### src/include/eeprom_macros.svh
`ifndef EEPROM_MACROS_SVH
`define EEPROM_MACROS_SVH

// byte address, 2048 bytes in 8 blocks of 256
`define EE_ADDR_W 11

`define EE_DATA_W 8

// upper nibble of the control byte
`define EE_DEV_CODE 4'b1010

// CLK cycles per quarter SCL period
`define EE_SCL_DIV 4

`endif

### src/hw/eeprom_pkg.sv
`include "eeprom_macros.svh"

package eeprom_pkg;

    typedef logic [`EE_ADDR_W-1:0] ee_addr_t;
    typedef logic [`EE_DATA_W-1:0] ee_data_t;

    // one host operation
    typedef struct packed
    {
        logic     write;
        ee_addr_t addr;
        ee_data_t wdata;
    } ee_req_t;

    typedef struct packed
    {
        ee_data_t rdata;
        logic     nack;   // any byte not acknowledged
    } ee_rsp_t;

    typedef enum logic [1:0]
    {
        CMD_START,
        CMD_STOP,
        CMD_TX,
        CMD_RX
    } bus_cmd_t;

    typedef enum logic [3:0]
    {
        IDLE,
        START,
        CTRL_W,
        ADDR,
        DATA_W,
        RESTART,
        CTRL_R,
        DATA_R,
        STOP,
        DONE
    } ctrl_state_t;

    typedef enum logic [2:0]
    {
        S_IDLE,
        S_CTRL,
        S_ADDR,
        S_WDATA,
        S_RDATA,
        S_ACK
    } slave_state_t;

endpackage

### src/hw/i2c_bit_engine.sv
`timescale 1ns/1ps
`include "eeprom_macros.svh"

module i2c_bit_engine
(
    input  logic                 CLK,
    input  logic                 RESET,
    input  logic                 go,
    input  eeprom_pkg::bus_cmd_t cmd,
    input  eeprom_pkg::ee_data_t tx_byte,
    input  logic                 master_nack,
    output logic                 done,
    output eeprom_pkg::ee_data_t rx_byte,
    output logic                 slave_nack,
    output logic                 scl,
    output logic                 sda_low,
    input  logic                 sda
);
    import eeprom_pkg::*;

    localparam int QW  = $clog2(`EE_SCL_DIV);
    localparam int MSB = `EE_DATA_W - 1;

    logic          busy;
    bus_cmd_t      cmd_q;
    logic          nack_q;    // ack bit sent after a received byte
    logic [QW-1:0] q_cnt;
    logic [1:0]    phase;     // SCL quarter: 0 low, 1-2 high, 3 low (high for stop)
    logic [3:0]    bit_cnt;   // 0-7 data, 8 ack
    ee_data_t      shreg;
    logic          q_last;
    logic          bit_last;
    logic [1:0]    nxt_phase;
    logic [3:0]    nxt_bit;
    logic          nxt_msb;

    function automatic logic scl_level(bus_cmd_t c, logic [1:0] ph);
        return (ph == 2'd1) || (ph == 2'd2) || (c == CMD_STOP && ph == 2'd3);
    endfunction

    function automatic logic sda_pull(bus_cmd_t c, logic [1:0] ph, logic [3:0] b,
                                      logic msb, logic mn);
        logic low;
        case (c)
            CMD_START: low = ph[1];   // falls in the middle of SCL high
            CMD_STOP:  low = ~ph[1];  // rises in the middle of SCL high
            CMD_TX:    low = (b < 4'd8) ? ~msb : 1'b0;
            default:   low = (b < 4'd8) ? 1'b0 : ~mn;
        endcase
        return low;
    endfunction

    assign q_last   = (q_cnt == QW'(`EE_SCL_DIV - 1));
    assign bit_last = (cmd_q == CMD_TX || cmd_q == CMD_RX) ? (bit_cnt == 4'd8) : 1'b1;
    assign done     = busy && q_last && (phase == 2'd3) && bit_last;
    assign rx_byte  = shreg;

    always_comb
    begin
        nxt_phase = phase + 2'd1;
        nxt_bit   = (phase == 2'd3) ? bit_cnt + 4'd1 : bit_cnt;
        nxt_msb   = (phase == 2'd3) ? shreg[MSB-1] : shreg[MSB]; // shift lands at bit end
    end

    always_ff @(posedge CLK)
    begin
        if (RESET)
        begin
            busy       <= 1'b0;
            q_cnt      <= '0;
            phase      <= 2'd0;
            bit_cnt    <= 4'd0;
            slave_nack <= 1'b0;
            scl        <= 1'b1;
            sda_low    <= 1'b0;
        end
        else if (!busy)
        begin
            if (go)
            begin
                busy       <= 1'b1;
                q_cnt      <= '0;
                phase      <= 2'd0;
                bit_cnt    <= 4'd0;
                slave_nack <= 1'b0;
                scl        <= scl_level(cmd, 2'd0);
                sda_low    <= sda_pull(cmd, 2'd0, 4'd0, tx_byte[MSB], master_nack);
            end
        end
        else
        begin
            q_cnt <= q_cnt + 1'b1;
            if (q_last)
            begin
                q_cnt <= '0;
                if (cmd_q == CMD_TX && phase == 2'd1 && bit_cnt == 4'd8)
                begin
                    slave_nack <= sda;    // mid-high ack sample
                end
                if (done)
                begin
                    busy <= 1'b0;         // scl and sda held until next go
                end
                else
                begin
                    phase   <= nxt_phase;
                    bit_cnt <= nxt_bit;
                    scl     <= scl_level(cmd_q, nxt_phase);
                    sda_low <= sda_pull(cmd_q, nxt_phase, nxt_bit, nxt_msb, nack_q);
                end
            end
        end
    end

    always_ff @(posedge CLK)
    begin
        if (!busy && go)
        begin
            cmd_q  <= cmd;
            nack_q <= master_nack;
            shreg  <= tx_byte;
        end
        else if (busy && q_last)
        begin
            if (cmd_q == CMD_RX && phase == 2'd1 && bit_cnt < 4'd8)
            begin
                shreg <= {shreg[MSB-1:0], sda};
            end
            else if (cmd_q == CMD_TX && phase == 2'd3)
            begin
                shreg <= {shreg[MSB-1:0], 1'b0};
            end
        end
    end

endmodule

### config.mk
export PLATFORM = sky130hd
export DESIGN_NAME = i2c_bit_engine
export DESIGN_NICKNAME = d
export VERILOG_FILES = /design/src/hw/eeprom_pkg.sv /design/src/hw/i2c_bit_engine.sv
export VERILOG_INCLUDE_DIRS = /design/src /design/src/include
export SDC_FILE = /design/constraint.sdc
export NUM_CORES = 1
export LEC_CHECK = 0
export ABC_CLOCK_PERIOD_IN_PS = 3590
export CORE_MARGIN = 2
export CORE_UTILIZATION = 55
export CTS_CLUSTER_DIAMETER = 30
export DETAILED_ROUTE_END_ITERATION = 10
export DONT_BUFFER_PORTS = 1
export GPL_TIMING_DRIVEN = 1
export HOLD_SLACK_MARGIN = 0.1
export PLACE_DENSITY = 0.79
export REMOVE_ABC_BUFFERS = 1
export SYNTH_ARGS = -nofsm -noshare
export SYNTH_HDL_FRONTEND = slang
export SYNTH_SLANG_ARGS = --single-unit
### constraint.sdc
create_clock -name CLK -period 3.59 [get_ports CLK]
set_input_delay 0.718 -clock CLK [delete_from_list [all_inputs] [get_ports CLK]]
set_output_delay 0.718 -clock CLK [all_outputs]
set_load 0.05 [all_outputs]
==> impl_results.md <==
- Gr ovfl total: 0
- DR pass1 iterations: 4
- WP buf/inv: 1
- Clock Skew: 0.00721 ns
- GR Util All Layers: 21.6%
- Status: finished clean
- Cell Chain, Critical Path: ha_1, and3_1, a21boi_1, buf_4
- Internal power: 0.000346 W
- Sw Share: 29.7%
- Setup slack, reg-to-reg: ~1.3 ns
- Pwr dens: 370 nW/um^2
- Post-synth EDFFs: 11
- Top FF cell, synth: dfxtp_1
- Final setup violating endpoints: 0
- Min-Delay Path Class: primary input to flop
- First-pass GRT wire length: between 4 and 5 mm
- Pre-CTS setup slack: 1.34 ns
- Root Buffer Master: clkbuf_4
- Metal3 WL: between 90 and 100 um
- DRT met1 WL: 1.07 mm
- Data required, critical path: 2.87 ns
- Critical Path Fanout Max: 7
- Final hold vios: 0
- Met2 wire length: 1.33 mm
- Row count: 17
- Clk sinks: 23
- Drt wl/cell: about 15 um
- Synth area leaders: edfxtp_1, dfxtp_1, nand2_1
- Post-route ant nets: 0
- Synth top area share: 25.3%
- RSZ-0062 raised after global routing: false
- Post-synthesis register bit count: 23
- Unique masters post-synth: between 40 and 50
- Die ar.: between 2000 and 3000 sq um
- Crit end category: primary output
- MaxCap Viol Count: 0
- Average instance area after synthesis: 9.45 sq um
- Final Slew Violations: 0
- VDD IR max: 204 uV
- Initial antenna violation count: 0
- Yosys warns: 0
- DP Wirelength: 1.93 mm
- Cells after Synth: 138
- Detailed Route WL: 2.54 mm
- Layout area overhead: 2.21%
- Worst-margin pin slew: around 1.1 ns
- CTS buffer count: 3
- Max_slew headroom: between 20% and 30%
- Switching power: between 0.0001 and 0.00015 W
- Final worst setup slack: between 1 and 1.5 ns
- Sum Neg Setup Slack: 0 ns
- Post-cts sizing count: 0
- Via density: about 6
- Worst EP arrival: 1.83 ns
- DRC: 0
- Logic pwr share: 7.2%
- Worst Setup Start Kind: flop
- Final Power: around 0.0005 W
- Final Cycle Share: a little under three quarters
- Final min period: 2.55 ns
- Clock power frac: 25.6%
- CTS tree: yes
- Seq pwr share: 67.1%
- Post-Syn Area: 1300 sq um
- Post-CTS Hold Buffers: 0
- Share of cells above drive strength 1: under 10%
- Peak per-stage delay on the critical path: between 0.4 and 0.5 ns
- Setup Fix Bufs, Post-CTS: 0
- Skew-Pair Late Insertion Delay: 0.33 ns
- I/O Buffers: 0
- Area of the core: 2230 sq um
- DR vias: 971
- Ports: 27
- Die Ht: between 50 and 60 um
- H-tree depth: 1
- Clk pin slew, worst setup/hold paths: 0.13 ns
- Starting Density: between 50% and 60%
- Die width: 52.7 um
- Vias in the first global route: 982
- CTS max path bufs: 2
- DR iter-0 viols: 24
- Post-synth top area cell: edfxtp_1
- Family with the most delay on the worst path: flip-flops
- Nets: about 160
- Critical-path top delay cell: dfxtp_1
- P_leak: ~0.50 nW
- Max frequency: approximately 0.39 GHz
- DR top layer: met4
- Largest net degree at the start of global routing: 16
- Gp weighted congestion: 0.820
- Synth async-reset ratio: 0%
- Sequential area share after synthesis: 43.8%
- Setup CP Type: flop to primary output
- Antenna diodes: 0
[final timing paths]
check                               start                       to  cells after the start
setup / recovery    phase[0]$_SDFFE_PP0P_                     done                      4
hold / removal                      RESET  slave_nack$_SDFFE_PP0P_                      1
setup reg to reg    phase[0]$_SDFFE_PP0P_     rx_byte[0]$_DFFE_PP_                      5
hold reg to reg   bit_cnt[0]$_SDFFE_PP0P_  bit_cnt[0]$_SDFFE_PP0P_                      2
[cells in the mapped netlist, types with 3 or more instances]
cell type  number
nand4_1         4
ha_1            8
dfxtp_1        12
inv_1           9
buf_2           3
nand3_1         4
nand2_1        27
o21ai_0         4
nor2_1          9
edfxtp_1       11
a21oi_1         6
[flip-flops by register name (all words and copies together), names as in the netlist]
register and count:
nack_q 1, busy 1, bit_cnt 4, cmd_q 2
slave_nack 1, rx_byte 8, scl 1, phase 2
sda_low 1, q_cnt 2
[kinds of logic (layout without fill, tap and decap cells)]
logic type                 after synthesis  in the layout  synth area share [%]
AOI/OAI and AO/OA                       19             19                  9.89
xor gates and xnor gates                 4              4                  2.69
adders and majority gates                8              8                  7.68
buffers and inverters                   15             14                  5.76
DFF                                     23             23                  43.8
muxes                                    3              3                  2.40
and+or+nand+nor                         66             66                  27.8
[layout make-up]
class	count	area (sq um)
Clock buffer	3	22.5
Clock inverter	1	5.00
Fill cell	209	901
Inverter	9	33.8
Multi-Input combinational cell	100	658
Sequential cell	23	571
Tap cell	28	35.0
Timing Repair Buffer	1	7.51
[layer usage]
layer | up-vias | global-route usage (%)
li1 | 481 | -
met1 | 467 | 25.8
met2 | 18 | 37.5
met3 | 5 | 4.29
met4 | 0 | 8.97
met5 | - | 0
[power by group through the flow]
stage          clock network, W  registers (W)  logic [W]
2_1_floorplan                 0       0.000332  0.0000290
3_3_place_gp                  0       0.000336  0.0000334
3_5_place_dp                  0       0.000337  0.0000358
4_1_cts                0.000127       0.000331  0.0000359
5_1_grt                0.000134       0.000333  0.0000422
6_report               0.000126       0.000331  0.0000356
[metrics by stage]
step | hold WS, ns | utilization, % | area, sq um | instances
after floorplan | 0.464 | - | 1260 | 132
after global placement | 0.491 | 58.4 | 1310 | 161
after detailed placement | 0.492 | 58.4 | 1310 | 161
after CTS | 0.441 | 59.7 | 1330 | 165
after global routing | 0.428 | 59.7 | 1330 | 165
final | 0.437 | 59.7 | 1330 | 165
[cells in the final DEF, fill, tap and decap left out, drive strengths merged, types with 2 or more instances in the layout]
cell type,Yosys,final
a31oi,2,2
nor3,3,3
ha,8,8
nand2b,3,3
nor2,9,9
nor3b,2,2
edfxtp,11,11
o21ai,5,5
xnor2,2,2
clkbuf,1,3
xor2,2,2
nand2,27,27
nand3b,3,3
nor4,2,2
dfxtp,12,12
mux2i,2,2
a211oi,2,2
and2b,2,2
nand3,4,4
nand4,4,4
a21oi,6,6
inv,9,9
Power figures use the tool's default switching activity.
