### config.mk
export PLATFORM = sky130hd
export DESIGN_NAME = eeprom_ctrl
export DESIGN_NICKNAME = d
export VERILOG_FILES = /design/src/hw/eeprom_pkg.sv /design/src/hw/eeprom_ctrl.sv
export VERILOG_INCLUDE_DIRS = /design/src /design/src/include
export SDC_FILE = /design/constraint.sdc
export NUM_CORES = 1
export LEC_CHECK = 0
export BUFFER_PORTS_ARGS = -buffer_cell sky130_fd_sc_hd__clkbuf_2
export CAP_MARGIN = 10
export CORE_MARGIN = 2
export CORE_UTILIZATION = 45
export CTS_CLUSTER_DIAMETER = 50
export DETAILED_ROUTE_END_ITERATION = 8
export HOLD_SLACK_MARGIN = 0.06
export PLACE_DENSITY = 0.77
export SLEW_MARGIN = 40
export SYNTH_ARGS = -nofsm -noshare
export SYNTH_HDL_FRONTEND = slang
export SYNTH_SLANG_ARGS = --single-unit
### constraint.sdc
create_clock -name CLK -period 3.2 [get_ports CLK]
set_input_delay 0.48 -clock CLK [delete_from_list [all_inputs] [get_ports CLK]]
set_output_delay 0.48 -clock CLK [all_outputs]
set_load 0.01 [all_outputs]
### src/include/eeprom_macros.svh
`ifndef EEPROM_MACROS_SVH
`define EEPROM_MACROS_SVH

// byte address, 2048 bytes in 8 blocks of 256
`define EE_ADDR_W 11

`define EE_DATA_W 8

// upper nibble of the control byte
`define EE_DEV_CODE 4'b1010

// CLK cycles per quarter SCL period
`define EE_SCL_DIV 4

`endif

### src/hw/eeprom_pkg.sv
`include "eeprom_macros.svh"

package eeprom_pkg;

    typedef logic [`EE_ADDR_W-1:0] ee_addr_t;
    typedef logic [`EE_DATA_W-1:0] ee_data_t;

    // one host operation
    typedef struct packed
    {
        logic     write;
        ee_addr_t addr;
        ee_data_t wdata;
    } ee_req_t;

    typedef struct packed
    {
        ee_data_t rdata;
        logic     nack;   // any byte not acknowledged
    } ee_rsp_t;

    typedef enum logic [1:0]
    {
        CMD_START,
        CMD_STOP,
        CMD_TX,
        CMD_RX
    } bus_cmd_t;

    typedef enum logic [3:0]
    {
        IDLE,
        START,
        CTRL_W,
        ADDR,
        DATA_W,
        RESTART,
        CTRL_R,
        DATA_R,
        STOP,
        DONE
    } ctrl_state_t;

    typedef enum logic [2:0]
    {
        S_IDLE,
        S_CTRL,
        S_ADDR,
        S_WDATA,
        S_RDATA,
        S_ACK
    } slave_state_t;

endpackage

### src/hw/eeprom_ctrl.sv
`timescale 1ns/1ps
`include "eeprom_macros.svh"

module eeprom_ctrl
(
    input  logic                 CLK,
    input  logic                 RESET,
    input  logic                 req,
    input  eeprom_pkg::ee_req_t  req_data,
    output logic                 ack,
    output eeprom_pkg::ee_rsp_t  rsp,
    output logic                 go,
    output eeprom_pkg::bus_cmd_t cmd,
    output eeprom_pkg::ee_data_t tx_byte,
    output logic                 master_nack,
    input  logic                 done,
    input  eeprom_pkg::ee_data_t rx_byte,
    input  logic                 slave_nack
);
    import eeprom_pkg::*;

    ctrl_state_t state;
    ctrl_state_t nxt;
    ee_req_t     req_q;
    logic        issue;   // entering a state that runs a bus operation

    function automatic bus_cmd_t cmd_of(ctrl_state_t s);
        case (s)
            START, RESTART: return CMD_START;
            DATA_R:         return CMD_RX;
            STOP:           return CMD_STOP;
            default:        return CMD_TX;
        endcase
    endfunction

    function automatic ee_data_t byte_of(ctrl_state_t s);
        case (s)
            CTRL_W:  return {`EE_DEV_CODE, req_q.addr[`EE_ADDR_W-1 -: 3], 1'b0};
            CTRL_R:  return {`EE_DEV_CODE, req_q.addr[`EE_ADDR_W-1 -: 3], 1'b1};
            ADDR:    return req_q.addr[7:0];
            DATA_W:  return req_q.wdata;
            default: return '0;
        endcase
    endfunction

    always_comb
    begin
        nxt = state;
        case (state)
            IDLE:    if (req) nxt = START;
            START:   if (done) nxt = CTRL_W;
            CTRL_W:  if (done) nxt = slave_nack ? STOP : ADDR;
            ADDR:
            begin
                if (done)
                begin
                    if (slave_nack)
                        nxt = STOP;
                    else
                        nxt = req_q.write ? DATA_W : RESTART;
                end
            end
            DATA_W:  if (done) nxt = STOP;
            RESTART: if (done) nxt = CTRL_R;
            CTRL_R:  if (done) nxt = slave_nack ? STOP : DATA_R;
            DATA_R:  if (done) nxt = STOP;
            STOP:    if (done) nxt = DONE;
            DONE:    if (!req) nxt = IDLE;  // hold ack until host lets go
            default: nxt = IDLE;
        endcase
    end

    assign issue = (nxt != state) && !(nxt inside {IDLE, DONE});
    assign ack   = (state == DONE);

    always_ff @(posedge CLK)
    begin
        if (RESET)
        begin
            state <= IDLE;
            go    <= 1'b0;
        end
        else
        begin
            state <= nxt;
            go    <= issue;
        end
    end

    always_ff @(posedge CLK)
    begin
        if (state == IDLE && req)
        begin
            req_q <= req_data;
            rsp   <= '0;
        end
        else if (done)
        begin
            if (slave_nack)
                rsp.nack <= 1'b1;
            if (state == DATA_R)
                rsp.rdata <= rx_byte;
        end

        if (issue)
        begin
            cmd         <= cmd_of(nxt);
            tx_byte     <= byte_of(nxt);
            master_nack <= (nxt == DATA_R); // single byte, so always NACK
        end
    end

endmodule

==> results of run 1 <==
power groups by stage:
stage	registers (uW)	clock network, uW	logic (uW)
after floorplan	742	0	136
after global placement	738	0	212
after detailed placement	738	0	218
after CTS	724	343	219
after global routing	731	359	238
final	724	331	215
registers in the layout, indices dropped and copies added (netlist names):
register,flops
req_q,20
rsp,9
tx_byte,8
state,4
cmd,2
go,1
master_nack,1
cell usage after synthesis (all sizes together) (2+ instances only):
| master | number | share of area, % |
|---|---|---|
| edfxtp | 31 | 47 |
| nor2 | 15 | 2.9 |
| dfxtp | 14 | 14 |
| mux2i | 9 | 4.6 |
| a21oi | 8 | 2.0 |
| buf | 8 | 3.4 |
| nand2 | 6 | 1.1 |
| nand2b | 5 | 2.0 |
| nand3 | 5 | 1.3 |
| o211ai | 5 | 1.9 |
| clkbuf | 3 | 0.64 |
| nand4 | 3 | 0.95 |
| nor4 | 3 | 2.0 |
| a211oi | 2 | 1.0 |
| a21o | 2 | 0.76 |
| a311o | 2 | 1.0 |
| a311oi | 2 | 1.2 |
| a32o | 2 | 1.0 |
| and2 | 2 | 0.76 |
| inv | 2 | 0.38 |
| nor2b | 2 | 0.64 |
| nor3 | 2 | 0.76 |
| o2bb2ai | 2 | 0.89 |
| or2 | 2 | 0.64 |
per-stage QoR:
step / cell area (um^2) / utilization (%)
3_3_place_gp: 2240 / 52.3
5_1_grt: 2330 / 54.2
2_1_floorplan: 1970 / -
6_report: 2330 / 54.2
3_5_place_dp: 2240 / 52.3
4_1_cts: 2330 / 54.2
cells by family after synthesis:
kind of cell	share of synthesized area [%]
AND/OR/NAND/NOR	16.2
flip-flops	61.6
AO/OA/AOI/OAI	12.2
multiplexers	5.16
buffers and inverters	4.39
XOR/XNOR	0.446
critical path, cell delays in order (launching register included):
cell	delay [ns]
dfxtp_1	0.74
mux2_2	0.41
a211oi_2	0.27
a21o_1	0.31
nor2b_1	0.12
nor3_1	0.20
buf_4	0.22
how the worst min path moves through the flow:
stage | from | to | slack (ns) | cells after the start
after CTS | req_data[3] | req_q[3]$_DFFE_PP_ | 0.35 | 1
after global placement | rsp[0]$_SDFFE_PP0P_ | rsp[0]$_SDFFE_PP0P_ | 0.46 | 2
after floorplan | rsp[0]$_SDFFE_PP0P_ | rsp[0]$_SDFFE_PP0P_ | 0.50 | 2
after detailed placement | rsp[1]$_SDFFE_PP0P_ | rsp[1]$_SDFFE_PP0P_ | 0.49 | 2
after global routing | req_data[5] | req_q[5]$_DFFE_PP_ | 0.35 | 1
final | req_data[10] | req_q[10]$_DFFE_PP_ | 0.36 | 1
layout make-up:
| class | count | share of cell area [%] |
|---|---|---|
| Sequential cell | 45 | 52.0 |
| Timing Repair Buffer | 57 | 12.6 |
| Inverter | 2 | 0.322 |
| Clock buffer | 7 | 3.28 |
| Multi-Input combinational cell | 90 | 28.7 |
| Clock inverter | 1 | 0.322 |
| Tap cell | 52 | 2.79 |
metal layers:
layer / vias up / track usage (%) / share of wire (%)
met5: - / 0 / 0
met4: 0 / 6.84 / 2.0
met3: 6 / 4.91 / 7.4
met2: 48 / 24.6 / 49
met1: 627 / 18.6 / 42
li1: 662 / - / -
==> impl_metrics.csv, run 1 <==
group,metric,value,unit
placement,port-buffer-count,54,
timing,worst_slack,0.618,ns
clocking,numCtsBuffers,5,
pwr,comb_power_share,17.0,%
synth,async_flop_share,0,%
cells_and_area,areaGrowthSynthToFinish,18.5,%
global_routing,antenna_found_initial,0,
clocking,cts_sinks,45,
timing,rsz0062_at_grt,"no",
clocking,cts.path.max_buffers,2,
placement,dp_cells,246,
worst_setup_path,endpoint,"tx_byte[1]$_DFFE_PP_",
timing,fin_crit_sh,80.7,%
global_routing,track_usage,15.2,%
synth,syn_inst,148,
die,ios,55,
cells_and_area,multi_input_area,668,um^2
detailed_routing,postRouteAntennaNets,0,
detailed_routing,vias,1343,
placement,post-place-ws,0.653,ns
die,fp.dieH,70.1,um
status,outcome,"finished, final reports clean",
timing,setup_violations,0,
clocking,path_clk_slew,0.08,ns
clocking,clock-root-buffer,"clkbuf_8",
synth,syn_area_per_cell,13.3,um^2
synth,synth_ff_type,"edfxtp_1",
timing,final.min_clock_period,2.58,ns
timing,fmax,0.387,GHz
die,coreArea,4290,um^2
pwr,pwr-share-seq,57.0,%
worst_setup_path,worstReg2RegStart,"state[3]$_SDFF_PP0_",
pwr,power_density,545,nW/um^2
cells_and_area,mostFrequentLayoutCell,"clkbuf_2",
die,start_util,45.8,%
worst_setup_path,crit_start,"state[3]$_SDFF_PP0_",
timing,report.final.slew_viol_count,0,
cells_and_area,drive_gt1_share,37.1,%
cells_and_area,num_antenna_cells,0,
worst_setup_path,crit_arrival,2.58,ns
timing,fin_setup_tns,0,ns
cells_and_area,layout_common_cells,"clkbuf_2, edfxtp_1, nor2_1",
cells_and_area,nFillCells,382,
pwr,switching_share,26.0,%
clocking,post_cts_buffers,0,
clocking,cts-resized-gates,0,
synth,synth.distinct_cells,46,
pwr,p_leak,0.000900,uW
die,die-area,4910,um^2
synth,yosysWarningCount,0,
clocking,htreeDepth,2,
detailed_routing,drt-total-wl,3510,um
detailed_routing,first_pass_iters,4,
worst_setup_path,worstSetupPathType,"flip-flop to flip-flop",
cells_and_area,fin_cells,254,
timing,hold_slack,0.357,ns
worst_setup_path,crit_path_max_fanout,17,
placement,hpwl,2550,um
worst_setup_path,rrSetupSlack,0.62,ns
synth,seq_area_frac_synth,61.6,%
global_routing,grt_pass1_vias,1277,
global_routing,grt-ovfl-total,0,
worst_setup_path,critPathCaptureType,"flip-flop",
die,dieWidth,70.1,um
timing,skew,0.00742,ns
job,drv_cap,0,
global_routing,grt_max_degree,30,
worst_setup_path,crit_required,3.19,ns
worst_setup_path,rr_worst_depth,6,
pwr,internal_power,940,uW
detailed_routing,route.detailed.drc,0,
detailed_routing,routedWlPerCell,13.8,um
pwr,switching_power,330,uW
clocking,clk_latency,0.29,ns
cells_and_area,final_nets,234,
synth,syn_nets,181,
worst_setup_path,regToRegEndpoint,"tx_byte[1]$_DFFE_PP_",
detailed_routing,drtIter0Drc,111,
synth,ys_ff_latch,45,
clocking,cts_tree,"built",
pwr,pwr-share-clk,26.0,%
timing,finalHoldViolations,0,
synth,synth_area,1970,um^2
pwr,ir_drop,0.390,mV
hold_path,min_path_type,"input pin to flip-flop",
pwr,power,1270,uW
clocking,cts_hold_buffers,0,
synth,synth_edf_count,31,
placement,gp_congestion,0.771,
global_routing,grt_pass1_wl,5740,um
worst_setup_path,startpoint_type,"flip-flop",
cells_and_area,final-seq-area,1210,um^2
die,std_cell_rows,24,
timing,tightest_slew,0.755,ns
timing,slew_headroom,49.6,%
detailed_routing,viasPerCell,5.29,
No activity file was read; power rests on OpenSTA's default activity.
==> inputs of run 2 (changes only) <==
- PLACE_DENSITY: 0.77 -> 0.8
- clock period: 3.2 -> 2.1 ns (I/O delays scaled with it)
==> run 2 against run 1 <==
Flip-flop and latch count is the same. Combinational power up 91%. Cell count up 6.3%. Sequential power increased by 52%. Non-clock buffer count increased by 16. Wire length is 12% higher. Count of clock-buffer cells in the layout down 1. Register-to-register slack worse by 0.56 ns. Hold slack worse by 0.17 ns. Power rose by 69%. Clock skew rose by 0.0084 ns. Setup slack worse by 0.56 ns. Largest cell class unchanged. Largest power group unchanged.
==> impl_metrics.csv, run 2 (synthesized netlist as in run 1, its figures left out) <==
group,metric,value,unit
status,outcome,"finished, final reports clean",
pwr,p_leak,0.00101,uW
timing,hold_slack,0.184,ns
cells_and_area,top_regs,"req_q: 20 flops, rsp: 9 flops, tx_byte: 8 flops",
placement,place_area,2380,um^2
pwr,ir_drop,0.454,mV
clocking,cts_hold_buffers,0,
placement,dp_cells,261,
worst_setup_path,crit_path_max_fanout,11,
cells_and_area,mostFrequentLayoutCell,"clkbuf_2",
pwr,power,2150,uW
worst_setup_path,crit_arrival,2.05,ns
die,dieWidth,70.1,um
clocking,clock-root-buffer,"clkbuf_8",
placement,gp_congestion,0.797,
detailed_routing,drtIter0Drc,95,
timing,finalHoldViolations,0,
cells_and_area,final_cell_area,2530,um^2
worst_setup_path,startpoint_type,"flip-flop",
cells_and_area,num_antenna_cells,0,
worst_setup_path,critPathCaptureType,"flip-flop",
worst_setup_path,crit_required,2.11,ns
timing,fmax,0.489,GHz
global_routing,grt_pass1_vias,1402,
die,std_cell_rows,24,
detailed_routing,routedWlPerCell,14.6,um
cells_and_area,drive_gt1_share,44.5,%
timing,slew_headroom,67.7,%
global_routing,grt_max_degree,30,
clocking,path_clk_slew,0.09,ns
cells_and_area,fin_cells,270,
cells_and_area,final_nets,250,
die,fp.dieH,70.1,um
detailed_routing,postRouteAntennaNets,0,
cells_and_area,layout_common_cells,"clkbuf_2, edfxtp_1, buf_4",
clocking,clk_latency,0.30,ns
timing,final.min_clock_period,2.04,ns
clocking,cts.path.max_buffers,2,
pwr,power_density,850,nW/um^2
timing,setup_violations,0,
cells_and_area,top_register,"req_q",
detailed_routing,route.detailed.drc,0,
detailed_routing,vias,1412,
global_routing,antenna_found_initial,0,
cells_and_area,areaGrowthSynthToFinish,28.5,%
timing,tightest_slew,0.484,ns
detailed_routing,first_pass_iters,4,
timing,skew,0.0158,ns
detailed_routing,viasPerCell,5.23,
clocking,cts_tree,"built",
global_routing,track_usage,17.6,%
global_routing,grt_pass1_wl,6700,um
timing,report.final.slew_viol_count,0,
die,start_util,45.8,%
die,coreArea,4290,um^2
die,die-area,4910,um^2
cells_and_area,largest_reg_flops,20,
die,ios,55,
global_routing,grt-ovfl-total,0,
clocking,htreeDepth,2,
clocking,cts_sinks,45,
cells_and_area,fin_util,58.8,%
job,drv_cap,0,
worst_setup_path,worstSetupPathType,"flip-flop to flip-flop",
placement,hpwl,2960,um
cells_and_area,nFillCells,366,
hold_path,min_path_type,"input pin to flip-flop",
placement,port-buffer-count,54,
clocking,numCtsBuffers,5,
timing,fin_crit_sh,97.3,%
detailed_routing,drt-total-wl,3940,um
-- run 2: cell type report --
class / count / area [um^2] / share of cell area [%]
inverters: 2 / 7.51 / 0.297
repair buffers: 73 / 425 / 16.8
multi-input cells: 90 / 701 / 27.7
clock inverters: 2 / 38.8 / 1.54
well taps: 52 / 65.1 / 2.58
clock buffers: 6 / 72.6 / 2.87
flip-flops and latches: 45 / 1220 / 48.1
-- run 2: worst paths after layout --
kind	startpoint	endpoint	slack [ns]	depth (start not counted)
worst min register to register	rsp[0]$_SDFFE_PP0P_	rsp[0]$_SDFFE_PP0P_	0.48	2
worst max-delay path	state[3]$_SDFF_PP0_	tx_byte[1]$_DFFE_PP_	0.06	6
worst max register to register	state[3]$_SDFF_PP0_	tx_byte[1]$_DFFE_PP_	0.06	6
worst min-delay path	req_data[5]	req_q[5]$_DFFE_PP_	0.18	1
-- run 2: per-layer routing --
| metal | global-route usage [%] | part of all wire [%] |
|---|---|---|
| met1 | 22.8 | 42 |
| met5 | 0 | 0 |
| met4 | 7.91 | 2.4 |
| met3 | 3.90 | 4.8 |
| met2 | 28.5 | 51 |
-- run 2: power by group --
group | internal (uW) | total (uW) | switching [uW] | leakage (uW)
registers | 1060 | 1100 | 36.4 | 0.000413
clock network | 357 | 641 | 284 | 0.0000554
logic | 185 | 410 | 224 | 0.000539
total | 1600 | 2150 | 544 | 0.00101
-- run 2: repair_timing --
action,in CTS,in global routing
gates resized for setup,2,4
setup buffers,0,1
setup endpoints to repair,1,17
cloned,0,0
-- run 2: through the flow --
step | setup TNS [ns] | worst slack [ns]
2_1_floorplan | 0 | 0.0178
3_3_place_gp | 0 | 0.111
3_5_place_dp | 0 | 0.0138
4_1_cts | 0 | 0.0490
5_1_grt | -0.00239 | -0.00239
6_report | 0 | 0.0566
-- run 2: critical path, stage by stage (launching register included) --
cell and delay (ns):
dfxtp_4 0.40, mux2_2 0.37, a211oi_4 0.30, a21o_1 0.19
nor2b_1 0.10, nor3_4 0.22, buf_12 0.16
==> inputs of run 3 (changes only) <==
- CAP_MARGIN: 10 -> 20
- CTS_BUF_LIST: not set -> sky130_fd_sc_hd__clkbuf_8
==> run 3 against run 2 <==
Sequential power hardly changed. Combinational power hardly changed. Global-route usage hardly changed. Clock skew hardly changed. Sequential share of layout area stayed put. Non-clock buffer count stayed put. Die area stayed put. Critical endpoint unchanged.
==> impl_metrics.csv, run 3 (synthesized netlist as in run 1, its figures left out) <==
group,metric,value,unit
pwr,ir_drop,0.453,mV
status,outcome,"finished, final reports clean",
timing,fin_crit_sh,97.2,%
pwr,p_leak,0.00101,uW
worst_setup_path,worstReg2RegStart,"state[3]$_SDFF_PP0_",
worst_setup_path,critical_path.top_delay_family,"compound AO/OA/AOI/OAI gates",
placement,dp_cells,261,
detailed_routing,first_pass_iters,4,
hold_path,min_path_type,"input pin to flip-flop",
global_routing,antenna_found_initial,0,
pwr,power_density,849,nW/um^2
cells_and_area,largest_reg_flops,20,
worst_setup_path,crit_required,2.11,ns
hold_path,hold_path_end,"req_q[5]$_DFFE_PP_",
cells_and_area,top_regs,"req_q: 20 flops, rsp: 9 flops, tx_byte: 8 flops",
global_routing,grt_pass1_wl,6710,um
timing,finalHoldViolations,0,
cells_and_area,mostFrequentLayoutCell,"clkbuf_2",
global_routing,grt_use_met1,23.0,%
worst_setup_path,max_stage_delay,0.40,ns
detailed_routing,drtIter0Drc,94,
die,ios,55,
cells_and_area,drive_gt1_share,44.5,%
global_routing,track_usage,17.7,%
global_routing,grt-ovfl-total,0,
detailed_routing,postRouteAntennaNets,0,
worst_setup_path,cp_num_cells,6,
placement,port-buffer-count,54,
clocking,clk_latency,0.30,ns
worst_setup_path,regToRegEndpoint,"tx_byte[1]$_DFFE_PP_",
global_routing,busiest_layer,"met2",
detailed_routing,viasPerCell,5.22,
die,start_util,45.8,%
timing,fin_setup_tns,0,ns
cells_and_area,num_antenna_cells,0,
worst_setup_path,startpoint_type,"flip-flop",
worst_setup_path,crit_arrival,2.05,ns
clocking,htreeDepth,2,
worst_setup_path,cp_slowest_cell,"dfxtp_4",
timing,tightest_slew,0.485,ns
cells_and_area,areaGrowthSynthToFinish,28.5,%
worst_setup_path,rrSetupSlack,0.06,ns
clocking,cts_tree,"built",
hold_path,min_path_cells,1,
clocking,numCtsBuffers,5,
worst_setup_path,worstSetupPathType,"flip-flop to flip-flop",
worst_setup_path,critPathCaptureType,"flip-flop",
clocking,clock-root-buffer,"clkbuf_8",
timing,slew_headroom,67.7,%
detailed_routing,drt-total-wl,3940,um
worst_setup_path,worstPathCellList,"mux2_2, a211oi_4, a21o_1, nor2b_1, nor3_4, buf_12",
cells_and_area,fin_cells,270,
timing,final.min_clock_period,2.04,ns
cells_and_area,top_register,"req_q",
clocking,cts.path.max_buffers,2,
die,dieWidth,70.1,um
global_routing,grt_util_met2,28.4,%
die,coreArea,4290,um^2
detailed_routing,route.detailed.drc,0,
clocking,path_clk_slew,0.09,ns
timing,fmax,0.490,GHz
die,fp.dieH,70.1,um
placement,gp_congestion,0.797,
job,drv_cap,0,
timing,skew,0.0161,ns
timing,worst_slack,0.0583,ns
detailed_routing,vias,1409,
die,std_cell_rows,24,
worst_setup_path,crit_buf_inv,1,
clocking,cts_hold_buffers,0,
placement,hpwl,2960,um
cells_and_area,nFillCells,366,
global_routing,use_met3,3.90,%
worst_setup_path,crit_path_max_fanout,11,
die,die-area,4910,um^2
global_routing,grt_pass1_vias,1400,
detailed_routing,routedWlPerCell,14.6,um
cells_and_area,fin_util,58.8,%
cells_and_area,final_nets,250,
worst_setup_path,rr_worst_depth,6,
cells_and_area,layout_common_cells,"clkbuf_2, edfxtp_1, buf_4",
clocking,cts_sinks,45,
hold_path,min_from,"req_data[5]",
timing,setup_violations,0,
placement,post-place-ws,0.0138,ns
global_routing,grt_max_degree,30,
timing,report.final.slew_viol_count,0,
run 3: cell count changes in the layout (fill, tap and decap cells not counted):
cell	change
clkbuf_1	-1
inv_1	+1
run 3: where the power goes:
part	total [uW]	switching (uW)	internal, uW
clock	637	284	352
sequential	1100	36.5	1060
combinational	410	224	185
run 3: layout make-up:
cell class              instances  area (um^2)  area share, %
inverters                       2         7.51          0.297
clock buffers                   5         68.8           2.72
multi-input cells              90          701           27.7
flip-flops and latches         45         1220           48.1
clock inverters                 3         42.5           1.68
well taps                      52         65.1           2.58
repair buffers                 73          425           16.8
run 3: how the worst max path moves through the flow:
stage	to	slack, ns	from
2_1_floorplan	cmd[0]$_DFFE_PP_	0.02	state[0]$_SDFF_PP0_
3_3_place_gp	tx_byte[6]$_DFFE_PP_	0.11	slave_nack
3_5_place_dp	tx_byte[4]$_DFFE_PP_	0.01	state[3]$_SDFF_PP0_
4_1_cts	tx_byte[1]$_DFFE_PP_	0.05	state[3]$_SDFF_PP0_
5_1_grt	tx_byte[1]$_DFFE_PP_	-0.002	state[2]$_SDFF_PP0_
6_report	tx_byte[1]$_DFFE_PP_	0.06	state[3]$_SDFF_PP0_
run 3: through the flow:
step	power, uW	area (um^2)	hold WS (ns)
finish	2140	2530	0.184
floorplan	1350	1980	0.386
global placement	1500	2380	0.472
global route	2250	2530	0.170
detailed placement	1520	2380	0.463
CTS	2150	2500	0.181
run 3: layer usage:
layer  part of all wire [%]  wire (um)
met1                     42       1660
met2                     51       2010
met3                    4.3        171
met4                    2.4         93
met5                      0          0
run 3: worst register-to-register path, cell delays in order, from the launching register on:
cell and delay [ns]:
dfxtp_4 0.40, mux2_2 0.37, a211oi_4 0.30, a21o_1 0.19, nor2b_1 0.10, nor3_4 0.22
buf_12 0.16
run 3: timing repair:
action,4_1_cts,5_1_grt
endpoints found under the setup margin,1,17
buffers inserted,0,1
gates cloned,0,0
endpoints found under the hold margin,0,0
resized for setup,2,4
